`config.mk`:
```
export PLATFORM = sky130hd
export DESIGN_NAME = fetch_stage
export DESIGN_NICKNAME = d
export VERILOG_FILES = /design/src/design/fetch_pkg.sv /design/src/design/fetch_addr_gen.sv /design/src/design/fetch_bus_master.sv /design/src/design/fetch_queue.sv /design/src/design/if_id_stage.sv /design/src/design/fetch_stage.sv
export VERILOG_INCLUDE_DIRS = /design/src /design/src/design
export SDC_FILE = /design/constraint.sdc
export NUM_CORES = 1
export LEC_CHECK = 0
export ABC_AREA = 0
export BUFFER_PORTS_ARGS = -buffer_cell sky130_fd_sc_hd__buf_4
export CAP_MARGIN = 40
export CELL_PAD_IN_SITES_DETAIL_PLACEMENT = 1
export CELL_PAD_IN_SITES_GLOBAL_PLACEMENT = 2
export CORE_UTILIZATION = 40
export DETAILED_ROUTE_END_ITERATION = 16
export PLACE_DENSITY = 0.83
export RECOVER_POWER = 25
export SLEW_MARGIN = 0
export SYNTH_ARGS = -nofsm -noshare
export SYNTH_HDL_FRONTEND = slang
export SYNTH_HIERARCHICAL = 1
export SYNTH_SLANG_ARGS = --single-unit
export TNS_END_PERCENT = 5
```
`constraint.sdc`:
```
create_clock -name clk -period 9.4 [get_ports clk]
set_input_delay 0 -clock clk [delete_from_list [all_inputs] [get_ports clk]]
set_output_delay 0 -clock clk [all_outputs]
set_load 0.05 [all_outputs]
```
`src/design/fetch_consts.svh`:
```
`ifndef FETCH_CONSTS_SVH
`define FETCH_CONSTS_SVH

// Width of addresses and instruction words
`define FETCH_XLEN 32

// Number of prefetch queue entries
`define FETCH_QUEUE_DEPTH 3

// Width of the interrupt index used for vectored traps
`define FETCH_IRQ_ID_WIDTH 5

// Upper mtvec bits, the base sits above bit 6
`define FETCH_MTVEC_WIDTH 25

// Fetch address held while in reset
`define FETCH_BOOT_RESET 32'h0000_0000

// addi x0, x0, 0
`define FETCH_NOP_WORD 32'h0000_0013

`endif

```
`src/design/fetch_pkg.sv`:
```
`include "fetch_consts.svh"

package fetch_pkg;

  // Source of the next fetch address on a redirect
  typedef enum logic [3:0] {
    PC_BOOT     = 4'd0,
    PC_JUMP     = 4'd1,
    PC_BRANCH   = 4'd2,
    PC_MRET     = 4'd3,
    PC_TRAP_EXC = 4'd4,
    PC_TRAP_IRQ = 4'd5
  } pc_mux_e;

  // Four-phase bus master states
  typedef enum logic [1:0] {
    IDLE         = 2'd0,
    REQ          = 2'd1,
    WAIT_ACK_LOW = 2'd2
  } bus_state_e;

  // Redirect target addresses from the rest of the core
  typedef struct packed {
    logic [`FETCH_XLEN-1:0]        boot;
    logic [`FETCH_XLEN-1:0]        jump;
    logic [`FETCH_XLEN-1:0]        branch;
    logic [`FETCH_XLEN-1:0]        mepc;
    logic [`FETCH_MTVEC_WIDTH-1:0] mtvec;
  } fetch_targets_t;

  // Control from the controller FSM
  typedef struct packed {
    logic                           pc_set;
    pc_mux_e                        pc_mux;
    logic                           halt_if;
    logic                           kill_if;
    logic [`FETCH_IRQ_ID_WIDTH-1:0] irq_index;
  } fetch_ctrl_t;

  // One fetched word as held in the queue
  typedef struct packed {
    logic [`FETCH_XLEN-1:0] pc;
    logic [`FETCH_XLEN-1:0] rdata;
    logic                   err;
  } fetch_entry_t;

  // Contents of the IF/ID pipeline register
  typedef struct packed {
    logic                   instr_valid;
    logic [`FETCH_XLEN-1:0] pc;
    logic [`FETCH_XLEN-1:0] instr;
    logic                   abort_op;
  } if_id_pipe_t;

endpackage

```
`src/design/fetch_addr_gen.sv`:
```
`timescale 1ns/1ns
`include "fetch_consts.svh"

module fetch_addr_gen (
  input  logic                     clk,
  input  logic                     rst_n,
  input  fetch_pkg::fetch_ctrl_t   ctrl_i,
  input  fetch_pkg::fetch_targets_t targets_i,
  input  logic                     advance_i,
  output logic [`FETCH_XLEN-1:0]   fetch_addr_o,
  output logic                     mtvec_init_o
);

  logic [`FETCH_XLEN-1:0] target;

  //////////////////////////////////////////////////////////////////////
  // Redirect target selection
  //////////////////////////////////////////////////////////////////////

  always_comb begin
    // Boot target doubles as the fallback
    target = {targets_i.boot[`FETCH_XLEN-1:2], 2'b00};
    case (ctrl_i.pc_mux)
      fetch_pkg::PC_BOOT:     target = {targets_i.boot[`FETCH_XLEN-1:2], 2'b00};
      fetch_pkg::PC_JUMP:     target = targets_i.jump;
      fetch_pkg::PC_BRANCH:   target = targets_i.branch;
      // Return from trap restores the saved PC
      fetch_pkg::PC_MRET:     target = targets_i.mepc;
      // Exceptions share the base address
      fetch_pkg::PC_TRAP_EXC: target = {targets_i.mtvec, 7'b000_0000};
      // Interrupts are vectored, one word per index
      fetch_pkg::PC_TRAP_IRQ: target = {targets_i.mtvec, ctrl_i.irq_index, 2'b00};
      default: ;
    endcase
  end

  // mtvec gets initialised while the boot redirect is applied
  assign mtvec_init_o = ctrl_i.pc_set && (ctrl_i.pc_mux == fetch_pkg::PC_BOOT);

  // Redirect wins over sequential stepping
  always_ff @(posedge clk or negedge rst_n) begin
    if (!rst_n) begin
      fetch_addr_o <= `FETCH_BOOT_RESET;
    end else if (ctrl_i.pc_set) begin
      fetch_addr_o <= target;
    end else if (advance_i) begin
      fetch_addr_o <= fetch_addr_o + `FETCH_XLEN'd4;
    end
  end

  // Targets from outside must keep fetches word aligned
  a_addr_aligned: assert property (@(posedge clk) disable iff (!rst_n)
    fetch_addr_o[1:0] == 2'b00);

endmodule

```
`src/design/fetch_bus_master.sv`:
```
`timescale 1ns/1ns
`include "fetch_consts.svh"

module fetch_bus_master (
  input  logic                    clk,
  input  logic                    rst_n,
  input  logic                    flush_i,
  input  logic [`FETCH_XLEN-1:0]  fetch_addr_i,
  input  logic                    credit_i,
  output logic                    instr_req_o,
  output logic [`FETCH_XLEN-1:0]  instr_addr_o,
  input  logic                    instr_ack_i,
  input  logic [`FETCH_XLEN-1:0]  instr_rdata_i,
  input  logic                    instr_err_i,
  output logic                    advance_o,
  output logic                    push_o,
  output fetch_pkg::fetch_entry_t entry_o,
  output logic                    busy_o
);

  fetch_pkg::bus_state_e state_q;
  fetch_pkg::bus_state_e state_d;
  logic                  discard_q;
  // No fetching until the first redirect has set a valid address
  logic                  armed_q;
  logic                  can_issue;
  logic                  resp_taken;

  // Never start on the old address while a redirect is applied
  assign can_issue  = armed_q && credit_i && !flush_i;
  assign resp_taken = (state_q == fetch_pkg::REQ) && instr_ack_i;

  //////////////////////////////////////////////////////////////////////
  // Four-phase handshake FSM
  //////////////////////////////////////////////////////////////////////

  always_comb begin
    state_d   = state_q;
    advance_o = 1'b0;
    case (state_q)
      fetch_pkg::IDLE: begin
        if (can_issue && !instr_ack_i) begin
          state_d   = fetch_pkg::REQ;
          advance_o = 1'b1;
        end
      end
      // Hold req and address until memory answers
      fetch_pkg::REQ: begin
        if (instr_ack_i) begin
          state_d = fetch_pkg::WAIT_ACK_LOW;
        end
      end
      // Ack seen low here, so the next req may follow directly
      fetch_pkg::WAIT_ACK_LOW: begin
        if (!instr_ack_i) begin
          if (can_issue) begin
            state_d   = fetch_pkg::REQ;
            advance_o = 1'b1;
          end else begin
            state_d = fetch_pkg::IDLE;
          end
        end
      end
      default: state_d = fetch_pkg::IDLE;
    endcase
  end

  always_ff @(posedge clk or negedge rst_n) begin
    if (!rst_n) begin
      state_q   <= fetch_pkg::IDLE;
      discard_q <= 1'b0;
      armed_q   <= 1'b0;
    end else begin
      state_q <= state_d;
      if (flush_i) begin
        armed_q <= 1'b1;
      end
      // Response of a redirected request is dropped
      if (resp_taken) begin
        discard_q <= 1'b0;
      end else if (flush_i && (state_q == fetch_pkg::REQ)) begin
        discard_q <= 1'b1;
      end
    end
  end

  // Request address, latched as the address generator steps
  always_ff @(posedge clk) begin
    if (advance_o) begin
      instr_addr_o <= fetch_addr_i;
    end
  end

  assign instr_req_o = (state_q == fetch_pkg::REQ);
  assign busy_o      = (state_q != fetch_pkg::IDLE);

  // Data sampled on the first ack cycle
  assign push_o  = resp_taken && !discard_q && !flush_i;
  assign entry_o = '{pc: instr_addr_o, rdata: instr_rdata_i, err: instr_err_i};

  a_req_until_ack: assert property (@(posedge clk) disable iff (!rst_n)
    instr_req_o && !instr_ack_i |=> instr_req_o);

  a_addr_stable: assert property (@(posedge clk) disable iff (!rst_n)
    instr_req_o && !instr_ack_i |=> $stable(instr_addr_o));

  a_no_req_on_ack: assert property (@(posedge clk) disable iff (!rst_n)
    !instr_req_o && instr_ack_i |=> !instr_req_o);

endmodule

```
`src/design/fetch_queue.sv`:
```
`timescale 1ns/1ns
`include "fetch_consts.svh"

module fetch_queue (
  input  logic                    clk,
  input  logic                    rst_n,
  input  logic                    flush_i,
  input  logic                    push_i,
  input  fetch_pkg::fetch_entry_t entry_i,
  input  logic                    in_flight_i,
  input  logic                    pop_i,
  output logic                    credit_o,
  output fetch_pkg::fetch_entry_t head_o,
  output logic                    head_valid_o
);

  localparam int DEPTH = `FETCH_QUEUE_DEPTH;
  localparam int PTR_W = $clog2(DEPTH);
  localparam int CNT_W = $clog2(DEPTH + 1);

  fetch_pkg::fetch_entry_t mem_q [DEPTH];
  logic [PTR_W-1:0]        wr_ptr_q;
  logic [PTR_W-1:0]        rd_ptr_q;
  logic [CNT_W-1:0]        count_q;
  // Entries held plus the one still on the bus
  logic [CNT_W:0]          occupancy;

  // Circular pointer step
  function automatic logic [PTR_W-1:0] ptr_next(input logic [PTR_W-1:0] ptr);
    if (ptr == PTR_W'(DEPTH - 1)) begin
      return '0;
    end
    return ptr + 1'b1;
  endfunction

  assign occupancy    = {1'b0, count_q} + {{CNT_W{1'b0}}, in_flight_i};
  assign credit_o     = occupancy < DEPTH;
  assign head_valid_o = (count_q != '0);
  assign head_o       = mem_q[rd_ptr_q];

  //////////////////////////////////////////////////////////////////////
  // Pointers and fill count
  //////////////////////////////////////////////////////////////////////

  always_ff @(posedge clk or negedge rst_n) begin
    if (!rst_n) begin
      wr_ptr_q <= '0;
      rd_ptr_q <= '0;
      count_q  <= '0;
    end else if (flush_i) begin
      // Redirect empties the queue
      wr_ptr_q <= '0;
      rd_ptr_q <= '0;
      count_q  <= '0;
    end else begin
      if (push_i) begin
        wr_ptr_q <= ptr_next(wr_ptr_q);
      end
      if (pop_i) begin
        rd_ptr_q <= ptr_next(rd_ptr_q);
      end
      case ({push_i, pop_i})
        2'b10:   count_q <= count_q + 1'b1;
        2'b01:   count_q <= count_q - 1'b1;
        default: ;
      endcase
    end
  end

  // Entry storage
  always_ff @(posedge clk) begin
    if (push_i && !flush_i) begin
      mem_q[wr_ptr_q] <= entry_i;
    end
  end

  // Credit at the bus master and head_valid at IF/ID keep this safe
  a_no_overrun: assert property (@(posedge clk) disable iff (!rst_n)
    !(push_i && (count_q == CNT_W'(DEPTH))) && !(pop_i && (count_q == '0)));

endmodule

```
`src/design/if_id_stage.sv`:
```
`timescale 1ns/1ns
`include "fetch_consts.svh"

module if_id_stage (
  input  logic                    clk,
  input  logic                    rst_n,
  input  fetch_pkg::fetch_ctrl_t  ctrl_i,
  input  fetch_pkg::fetch_entry_t head_i,
  input  logic                    head_valid_i,
  input  logic                    id_ready_i,
  output logic                    pop_o,
  output logic                    if_valid_o,
  output logic [`FETCH_XLEN-1:0]  pc_if_o,
  output fetch_pkg::if_id_pipe_t  if_id_pipe_o
);

  logic if_ready;

  //////////////////////////////////////////////////////////////////////
  // Handshake towards ID
  //////////////////////////////////////////////////////////////////////

  // Nothing goes to ID while halted, killed or redirecting
  assign if_valid_o = head_valid_i && !ctrl_i.kill_if && !ctrl_i.halt_if && !ctrl_i.pc_set;

  // Kill drains the head regardless of ID
  assign if_ready = ctrl_i.kill_if || (id_ready_i && !ctrl_i.halt_if);

  assign pop_o   = head_valid_i && if_ready;
  assign pc_if_o = head_i.pc;

  //////////////////////////////////////////////////////////////////////
  // IF/ID register
  //////////////////////////////////////////////////////////////////////

  always_ff @(posedge clk or negedge rst_n) begin
    if (!rst_n) begin
      if_id_pipe_o.instr_valid <= 1'b0;
      if_id_pipe_o.pc          <= `FETCH_BOOT_RESET;
      if_id_pipe_o.instr       <= `FETCH_NOP_WORD;
      if_id_pipe_o.abort_op    <= 1'b0;
    end else if (if_valid_o && id_ready_i) begin
      if_id_pipe_o.instr_valid <= 1'b1;
      if_id_pipe_o.pc          <= head_i.pc;
      if_id_pipe_o.instr       <= head_i.rdata;
      // Bus error turns the operation into an aborted one
      if_id_pipe_o.abort_op    <= head_i.err;
    end else if (id_ready_i) begin
      // ID took the old one and nothing new came
      if_id_pipe_o.instr_valid <= 1'b0;
    end
    // Otherwise ID is stalled and the register holds
  end

endmodule

```
`src/design/fetch_stage.sv`:
```
`timescale 1ns/1ns
`include "fetch_consts.svh"

module fetch_stage (
  input  logic                      clk,
  input  logic                      rst_n,
  input  fetch_pkg::fetch_ctrl_t    ctrl_i,
  input  fetch_pkg::fetch_targets_t targets_i,
  // Instruction bus
  output logic                      instr_req_o,
  output logic [`FETCH_XLEN-1:0]    instr_addr_o,
  input  logic                      instr_ack_i,
  input  logic [`FETCH_XLEN-1:0]    instr_rdata_i,
  input  logic                      instr_err_i,
  // ID side
  input  logic                      id_ready_i,
  output fetch_pkg::if_id_pipe_t    if_id_pipe_o,
  output logic                      if_valid_o,
  output logic [`FETCH_XLEN-1:0]    pc_if_o,
  output logic                      csr_mtvec_init_o,
  output logic                      if_busy_o
);

  logic [`FETCH_XLEN-1:0]  fetch_addr;
  logic                    advance;
  logic                    credit;
  logic                    push;
  fetch_pkg::fetch_entry_t entry;
  fetch_pkg::fetch_entry_t head;
  logic                    head_valid;
  logic                    pop;

  // Next address and redirect targets
  fetch_addr_gen addr_gen_i (
    .clk          (clk),
    .rst_n        (rst_n),
    .ctrl_i       (ctrl_i),
    .targets_i    (targets_i),
    .advance_i    (advance),
    .fetch_addr_o (fetch_addr),
    .mtvec_init_o (csr_mtvec_init_o)
  );

  // Single outstanding bus request, flushed on redirect
  fetch_bus_master bus_master_i (
    .clk           (clk),
    .rst_n         (rst_n),
    .flush_i       (ctrl_i.pc_set),
    .fetch_addr_i  (fetch_addr),
    .credit_i      (credit),
    .instr_req_o   (instr_req_o),
    .instr_addr_o  (instr_addr_o),
    .instr_ack_i   (instr_ack_i),
    .instr_rdata_i (instr_rdata_i),
    .instr_err_i   (instr_err_i),
    .advance_o     (advance),
    .push_o        (push),
    .entry_o       (entry),
    .busy_o        (if_busy_o)
  );

  // req high means one word is on its way into the queue
  fetch_queue queue_i (
    .clk          (clk),
    .rst_n        (rst_n),
    .flush_i      (ctrl_i.pc_set),
    .push_i       (push),
    .entry_i      (entry),
    .in_flight_i  (instr_req_o),
    .pop_i        (pop),
    .credit_o     (credit),
    .head_o       (head),
    .head_valid_o (head_valid)
  );

  if_id_stage if_id_i (
    .clk          (clk),
    .rst_n        (rst_n),
    .ctrl_i       (ctrl_i),
    .head_i       (head),
    .head_valid_i (head_valid),
    .id_ready_i   (id_ready_i),
    .pop_o        (pop),
    .if_valid_o   (if_valid_o),
    .pc_if_o      (pc_if_o),
    .if_id_pipe_o (if_id_pipe_o)
  );

endmodule

```
==> flow_summary_export.csv, run 1 <==
group,metric,value,unit
status,outcome,"finished with violations",
status,violations,"capacitance limit, slew limit",
logic_synthesis,yosys_register_bits,335,
global_route,grt_pass1_vias,10900,
logic_synthesis,netlist_area,15100,um^2
worst_setup_path,cp_cell_sequence,"nand2b_2 > inv_1 > ha_1 > ha_1 > a21oi_1 > nand4bb_4 > nor2_4 > buf_4 > nand4_2 > nor4_4 > nand3_1 > xnor2_1 > nor2_1 > a21oi_1",
final_layout,fillers,3836,
sta,hold_violations,0,
job,drv_cap,1,
drt,viasPerCell,5.04,
floorplan,dieArea,38700,um^2
worst_setup_path,crit_type,"flop to flop",
floorplan,start_util,41.0,%
logic_synthesis,syn-instance-count,1119,
global_route,grt.overflow.total,0,
worst_setup_path,crit_buf_inv,2,
floorplan,dieHeight,197,um
floorplan,die_x,197,um
sta,fin_hold_ws,0.0106,ns
power,p_int,3100,uW
global_route,grt_busiest_layer,"met2",
min_path,hold_path_class,"primary input to flop",
worst_setup_path,critPathTopFamily,"simple AND/OR/NAND/NOR gates",
global_route,grt_use_total,20.7,%
clocking,cts_hold_buf,78,
worst_setup_path,crit_path_end_kind,"flop",
power,p_clk_share,28.5,%
sta,max_slew_margin,-84.0,%
logic_synthesis,synth.most_common_cell,"edfxtp_1",
worst_setup_path,r2r-start,"bus_master_i/state_q[1]",
sta,worst_slew_pin_slew,2.76,ns
sta,max_freq,0.284,GHz
logic_synthesis,syn_avg_cell_area,13.5,um^2
power,power.leakage,0.00756,uW
clocking,clk_path_buf_depth,3,
place,place_congestion,0.805,
sta,rsz0062_at_grt,"no",
drt,remaining_drc_errors,0,
min_path,hold_start,"targets_i[137]",
sta,fin_tns_setup,0,ns
worst_setup_path,crit_arrival,3.88,ns
logic_synthesis,ys.flop_type,"edfxtp_1",
global_route,grt_max_degree,79,
logic_synthesis,ys_top_cells_by_count,"edfxtp_1 (227), dfrtp_1 (105), buf_4 (103)",
clocking,cts-buffers-inserted,36,
global_route,met3_usage,3.70,%
place,dp_hpwl,27.6,mm
drt,wire_per_inst,20.3,um
worst_setup_path,startpoint,"bus_master_i/state_q[1]",
clocking,cts_tree,"built",
logic_synthesis,yosysWarningCount,6,
power,ir_drop,0.000128,V
power,p_sw_share,35.1,%
global_route,grt_antenna_before_repair,1,
logic_synthesis,ys_async_sr_fraction,32.2,%
floorplan,rows,70,
worst_setup_path,cp_slowest_stage_delay,0.59,ns
clocking,clock_latency,0.53,ns
drt,routed_wl,39.7,mm
logic_synthesis,yosysTopAreaCellShare,45.0,%
worst_setup_path,crit_fanout,38,
clocking,cts-htree-levels,2,
global_route,grt_pass1_wl,61.5,mm
floorplan,io-pin-count,336,
logic_synthesis,synth_cell_types,62,
logic_synthesis,syn_nets,1324,
clocking,cts_sinks,335,
sta,fin_crit_sh,37.5,%
drt,ant_nets,0,
clocking,cts_setup_buffers,0,
final_layout,syn_to_final_growth,26.9,%
global_route,grt_use_met1,25.7,%
power,p_sw,1670,uW
clocking,clk_transition_reported_paths,0.06,ns
logic_synthesis,synth_edf_count,227,
power,p_per_area,248,nW/um^2
final_layout,drive_gt1_share,32.7,%
sta,fin_skew,0.0291,ns
place,portBuffers,333,
global_route,use_met2,36.3,%
worst_setup_path,slowest_stage,"nor4_4",
drt,drt_iter0_drc,386,
final_layout,fin_nets,1631,
drt,route.vias.total,9877,
sta,slew_viol_final,48,
drt,dr.pass1.iters,4,
power,seqPwrFrac,39.9,%
power,combPwrFrac,31.6,%
clocking,cts_root_buf,"clkbuf_16",
sta,period_minus_slack,3.52,ns
floorplan,fp.coreArea,37000,um^2
worst_setup_path,startpoint_type,"flop",
logic_synthesis,synthTopCellsByArea,"edfxtp_1 (45%), dfrtp_1 (17%), mux2i_1 (5.9%), buf_4 (5.1%), mux2_4 (3.9%)",
worst_setup_path,worstPathRequired,9.75,ns
logic_synthesis,synth_top_cell_by_area,"edfxtp_1",
clocking,cts_resized,0,
sta,finalSetupViolations,0,
logic_synthesis,yosysSeqAreaShare,62.9,%
## flip-flops by register name (all words and copies together) (netlist names)
register	cells
if_id_i/if_id_pipe_o	66
addr_gen_i/fetch_addr_o	32
queue_i/rd_ptr_q	2
bus_master_i/discard_q	1
bus_master_i/state_q	2
bus_master_i/armed_q	1
queue_i/mem_q	195
queue_i/count_q	2
queue_i/wr_ptr_q	2
bus_master_i/instr_addr_o	32
## final cells by class
class,count,area [um^2],area share (%)
diodes,1,2.50,0.0130
inverters,22,82.6,0.430
multi-input cells,606,4490,23.4
repair buffers,425,3350,17.4
clock buffers,45,966,5.03
clock inverters,21,171,0.892
flip-flops and latches,335,9530,49.6
well taps,504,631,3.28
## routing by layer
metal	up-vias	share of wire (%)
li1	4623	-
met1	4895	42
met2	294	50
met3	65	4.7
met4	0	3.0
met5	-	0
## worst register-to-register path: stages, from the launching register on
cell       delay (ns)
dfrtp_1          0.39
nand2b_2         0.17
inv_1            0.06
ha_1             0.19
ha_1             0.27
a21oi_1          0.24
nand4bb_4        0.15
nor2_4           0.10
buf_4            0.43
nand4_2          0.31
nor4_4           0.59
nand3_1          0.17
xnor2_1          0.16
nor2_1           0.09
a21oi_1          0.06
## cells by family (layout without fill, tap and decap cells)
| group | after synthesis | after routing | synth area share (%) |
|---|---|---|---|
| DFF | 335 | 335 | 62.9 |
| AOI/OAI and AO/OA | 213 | 213 | 8.33 |
| and+or+nand+nor | 193 | 193 | 6.46 |
| buffers and inverters | 178 | 513 | 7.68 |
| muxes | 169 | 169 | 12.8 |
| xor gates and xnor gates | 28 | 28 | 1.62 |
| adders and majority gates | 3 | 3 | 0.248 |
| other | 0 | 1 | 0 |
## final timing paths
kind,endpoint,slack [ns],cells after the start
min,addr_gen_i/fetch_addr_o[16],0.01,3
max,addr_gen_i/fetch_addr_o[21],5.88,14
min reg2reg,bus_master_i/instr_addr_o[1],0.45,0
max reg2reg,addr_gen_i/fetch_addr_o[21],5.88,14
max in group asynchronous,addr_gen_i/fetch_addr_o[16],6.70,4
min in group asynchronous,if_id_i/if_id_pipe_o[23],0.88,2
## through the flow
stage | utilization, % | instances | setup slack (ns) | cell area [um^2] | total power (uW)
4_1_cts | 52.3 | 1958 | 5.81 | 19300 | 4840
2_1_floorplan | - | 1119 | 3.11 | 15100 | 3020
3_3_place_gp | 46.8 | 1810 | 5.88 | 17300 | 3390
5_1_grt | 52.0 | 1959 | 5.52 | 19200 | 4970
6_report | 52.0 | 1959 | 5.88 | 19200 | 4770
3_5_place_dp | 47.1 | 1814 | 5.81 | 17400 | 3430
## power groups by stage
stage,combinational [uW],clock (uW),sequential (uW)
global placement,1470,0,1930
finish,1510,1360,1910
detailed placement,1500,0,1940
global route,1590,1450,1930
floorplan,737,0,2280
CTS,1530,1400,1910
## cells in the final DEF (no fill, tap or decap), drive strengths merged, types with 6 or more instances in the layout
cell         count
a21oi           46
a22oi           13
a32oi            6
buf            312
clkbuf          80
clkinv          14
dfrtp          105
dlygate4sd3     78
edfxtp         227
inv             24
mux2            80
mux2i           89
nand2           90
nand2b           6
nand3           10
nand4           10
nor2            34
nor2b            7
nor3            11
nor3b            6
o211ai           8
o21ai           96
o221ai           9
o22ai           16
xnor2            9
xor2            19
(Power assumes the default switching activity.)
==> run 2: changes to the inputs <==
--- a/config.mk
+++ b/config.mk
@@ -11,9 +11,9 @@
 export CAP_MARGIN = 40
 export CELL_PAD_IN_SITES_DETAIL_PLACEMENT = 1
 export CELL_PAD_IN_SITES_GLOBAL_PLACEMENT = 2
-export CORE_UTILIZATION = 40
+export CORE_UTILIZATION = 37
 export DETAILED_ROUTE_END_ITERATION = 16
-export PLACE_DENSITY = 0.83
+export PLACE_DENSITY = 0.78
 export RECOVER_POWER = 25
 export SLEW_MARGIN = 0
 export SYNTH_ARGS = -nofsm -noshare
==> constraint.sdc (replaced) <==
create_clock -name clk -period 3.3 [get_ports clk]
set_input_delay 0 -clock clk [delete_from_list [all_inputs] [get_ports clk]]
set_output_delay 0 -clock clk [all_outputs]
set_load 0.05 [all_outputs]
==> flow_summary_export.csv, run 2 (same netlist as run 1, synthesis figures left out) <==
group,metric,value,unit
final_layout,regArea,9530,um^2
clocking,cts-htree-levels,2,
place,pre_cts_ws,0.144,ns
sta,postLayoutSetupSlackWorst,0.258,ns
global_route,grt_max_degree,89,
sta,max_freq,0.329,GHz
min_path,whs_path_depth,5,
drt,route.vias.total,9916,
global_route,grt_use_total,19.5,%
final_layout,n_antenna_cell,0,
final_layout,fillers,4162,
power,p_total,13800,uW
final_layout,multi_input_area,4510,um^2
drt,ant_nets,0,
sta,period_minus_slack,3.04,ns
worst_setup_path,reg2regPathDepth,13,
worst_setup_path,r2r-start,"bus_master_i/state_q[1]",
worst_setup_path,crit_path_end_kind,"flop",
sta,fin_crit_sh,92.2,%
drt,wire_per_inst,20.5,um
clocking,clock_latency,0.51,ns
worst_setup_path,worst-r2r-setup-slack,0.26,ns
sta,worst_slew_pin_slew,2.66,ns
final_layout,final_cell_mix,"buf_4 (310), edfxtp_1 (227), dfrtp_1 (103)",
sta,fin_skew,0.0161,ns
global_route,grt_pass1_wl,62.4,mm
final_layout,fin_nets,1639,
place,portBuffers,333,
drt,remaining_drc_errors,0,
clocking,clk_transition_reported_paths,0.06,ns
global_route,grt_antenna_before_repair,0,
clocking,cts_resized,0,
worst_setup_path,worstPathRequired,3.66,ns
final_layout,stdcell_area,19400,um^2
floorplan,die_x,204,um
worst_setup_path,r2r_end,"addr_gen_i/fetch_addr_o[15]",
floorplan,dieArea,41800,um^2
final_layout,drive_gt1_share,32.9,%
clocking,cts_sinks,335,
worst_setup_path,crit_fanout,6,
power,p_per_area,714,nW/um^2
floorplan,io-pin-count,336,
worst_setup_path,startpoint_type,"flop",
sta,max_slew_margin,-77.2,%
clocking,cts-buffers-inserted,37,
min_path,hold_path_class,"primary input to flop",
place,place_area,17500,um^2
worst_setup_path,crit_type,"flop to flop",
place,dp_hpwl,28.0,mm
drt,routed_wl,40.7,mm
sta,slew_viol_final,98,
floorplan,start_util,37.8,%
floorplan,rows,73,
floorplan,dieHeight,204,um
drt,viasPerCell,5.00,
min_path,min_delay_worst_endpoint,"addr_gen_i/fetch_addr_o[31]",
global_route,grt_pass1_vias,10700,
sta,finalSetupViolations,0,
power,ir_drop,0.000280,V
clocking,cts_tree,"built",
final_layout,syn_to_final_growth,27.8,%
worst_setup_path,crit_arrival,3.40,ns
final_layout,largestRegisters,"queue_i/mem_q (195), if_id_i/if_id_pipe_o (66)",
clocking,clk_path_buf_depth,3,
floorplan,fp.coreArea,40100,um^2
drt,dr.pass1.iters,5,
final_layout,final_common_cell,"buf_4",
status,violations,"capacitance limit, slew limit",
final_layout,largest_reg_flops,195,
job,drv_cap,2,
sta,hold_violations,0,
power,power.leakage,0.00762,uW
min_path,hold_start,"targets_i[24]",
clocking,cts_root_buf,"clkbuf_16",
sta,rsz0062_at_grt,"no",
final_layout,top_register,"queue_i/mem_q",
status,outcome,"finished with violations",
place,place_congestion,0.789,
drt,drt_iter0_drc,415,
global_route,grt.overflow.total,0,
[run 2: cell count changes in the layout (fill, tap and decap cells not counted), sizes merged]
cell / previous run / this run
clkbuf: 80 / 79
clkdlybuf4s25: 0 / 1
bufinv: 2 / 4
clkinv: 14 / 13
dlygate4sd3: 78 / 81
clkinvlp: 3 / 2
diode: 1 / 0
buf: 312 / 317
inv: 24 / 22
[run 2: worst max-delay path by stage]
stage	endpoint	slack (ns)	startpoint	depth (start not counted)
final	addr_gen_i/fetch_addr_o[15]	0.26	bus_master_i/state_q[1]	13
after global routing	addr_gen_i/fetch_addr_o[15]	0.01	bus_master_i/state_q[1]	13
after CTS	addr_gen_i/fetch_addr_o[21]	0.13	bus_master_i/state_q[1]	13
after detailed placement	addr_gen_i/fetch_addr_o[21]	0.14	bus_master_i/state_q[1]	13
after global placement	addr_gen_i/fetch_addr_o[21]	0.20	bus_master_i/state_q[0]	13
after floorplan	queue_i/mem_q[1][0]	-0.73	bus_master_i/state_q[1]	5
[run 2: timing repair]
action,CTS,global route
endpoints found under the setup margin,0,4
endpoints found under the hold margin,250,0
hold buffers,81,0
setup buffers,0,2
[run 2: layout make-up]
class,count,area share [%]
multi-input cells,606,23.3
clock buffers,46,5.06
flip-flops and latches,335,49.2
repair buffers,432,17.5
well taps,525,3.39
clock inverters,19,1.07
inverters,22,0.426
[run 2: worst max-delay path, cell delays in order, from the launching register on]
cell and delay, ns:
dfrtp_1 0.40, nand2b_2 0.17, inv_1 0.06, ha_1 0.19, ha_1 0.26, a21oi_1 0.23, nand4bb_4 0.16, nor2_4 0.23
nand4_2 0.27, nor3_1 0.48, nand3_1 0.15, xnor2_1 0.14, nor2_1 0.09, a21oi_1 0.05
[run 2: metal layers]
metal / up-vias / wire (um) / track usage, %
li1: 4627 / - / -
met1: 4925 / 17400 / 24.8
met2: 314 / 20200 / 33.8
met3: 50 / 2190 / 3.67
met4: 0 / 905 / 5.62
met5: - / 0 / 0
[run 2: through the flow]
step	instances	TNS, ns	hold WS, ns	util, %
final	1985	0	0.0254	48.3
after global routing	1985	0	0.0680	48.3
after CTS	1983	0	0.0221	48.6
after detailed placement	1837	0	-0.101	43.7
after global placement	1835	0	0.186	43.5
after floorplan	1119	-141.45	-0.296	-
[run 2: power breakdown]
group	leakage, uW	switching [uW]	total [uW]	internal [uW]
Sequential	0.00341	432	5430	5000
Combinational	0.00363	2740	4340	1600
Clock	0.000580	1620	4040	2420
Total	0.00762	4790	13800	9030
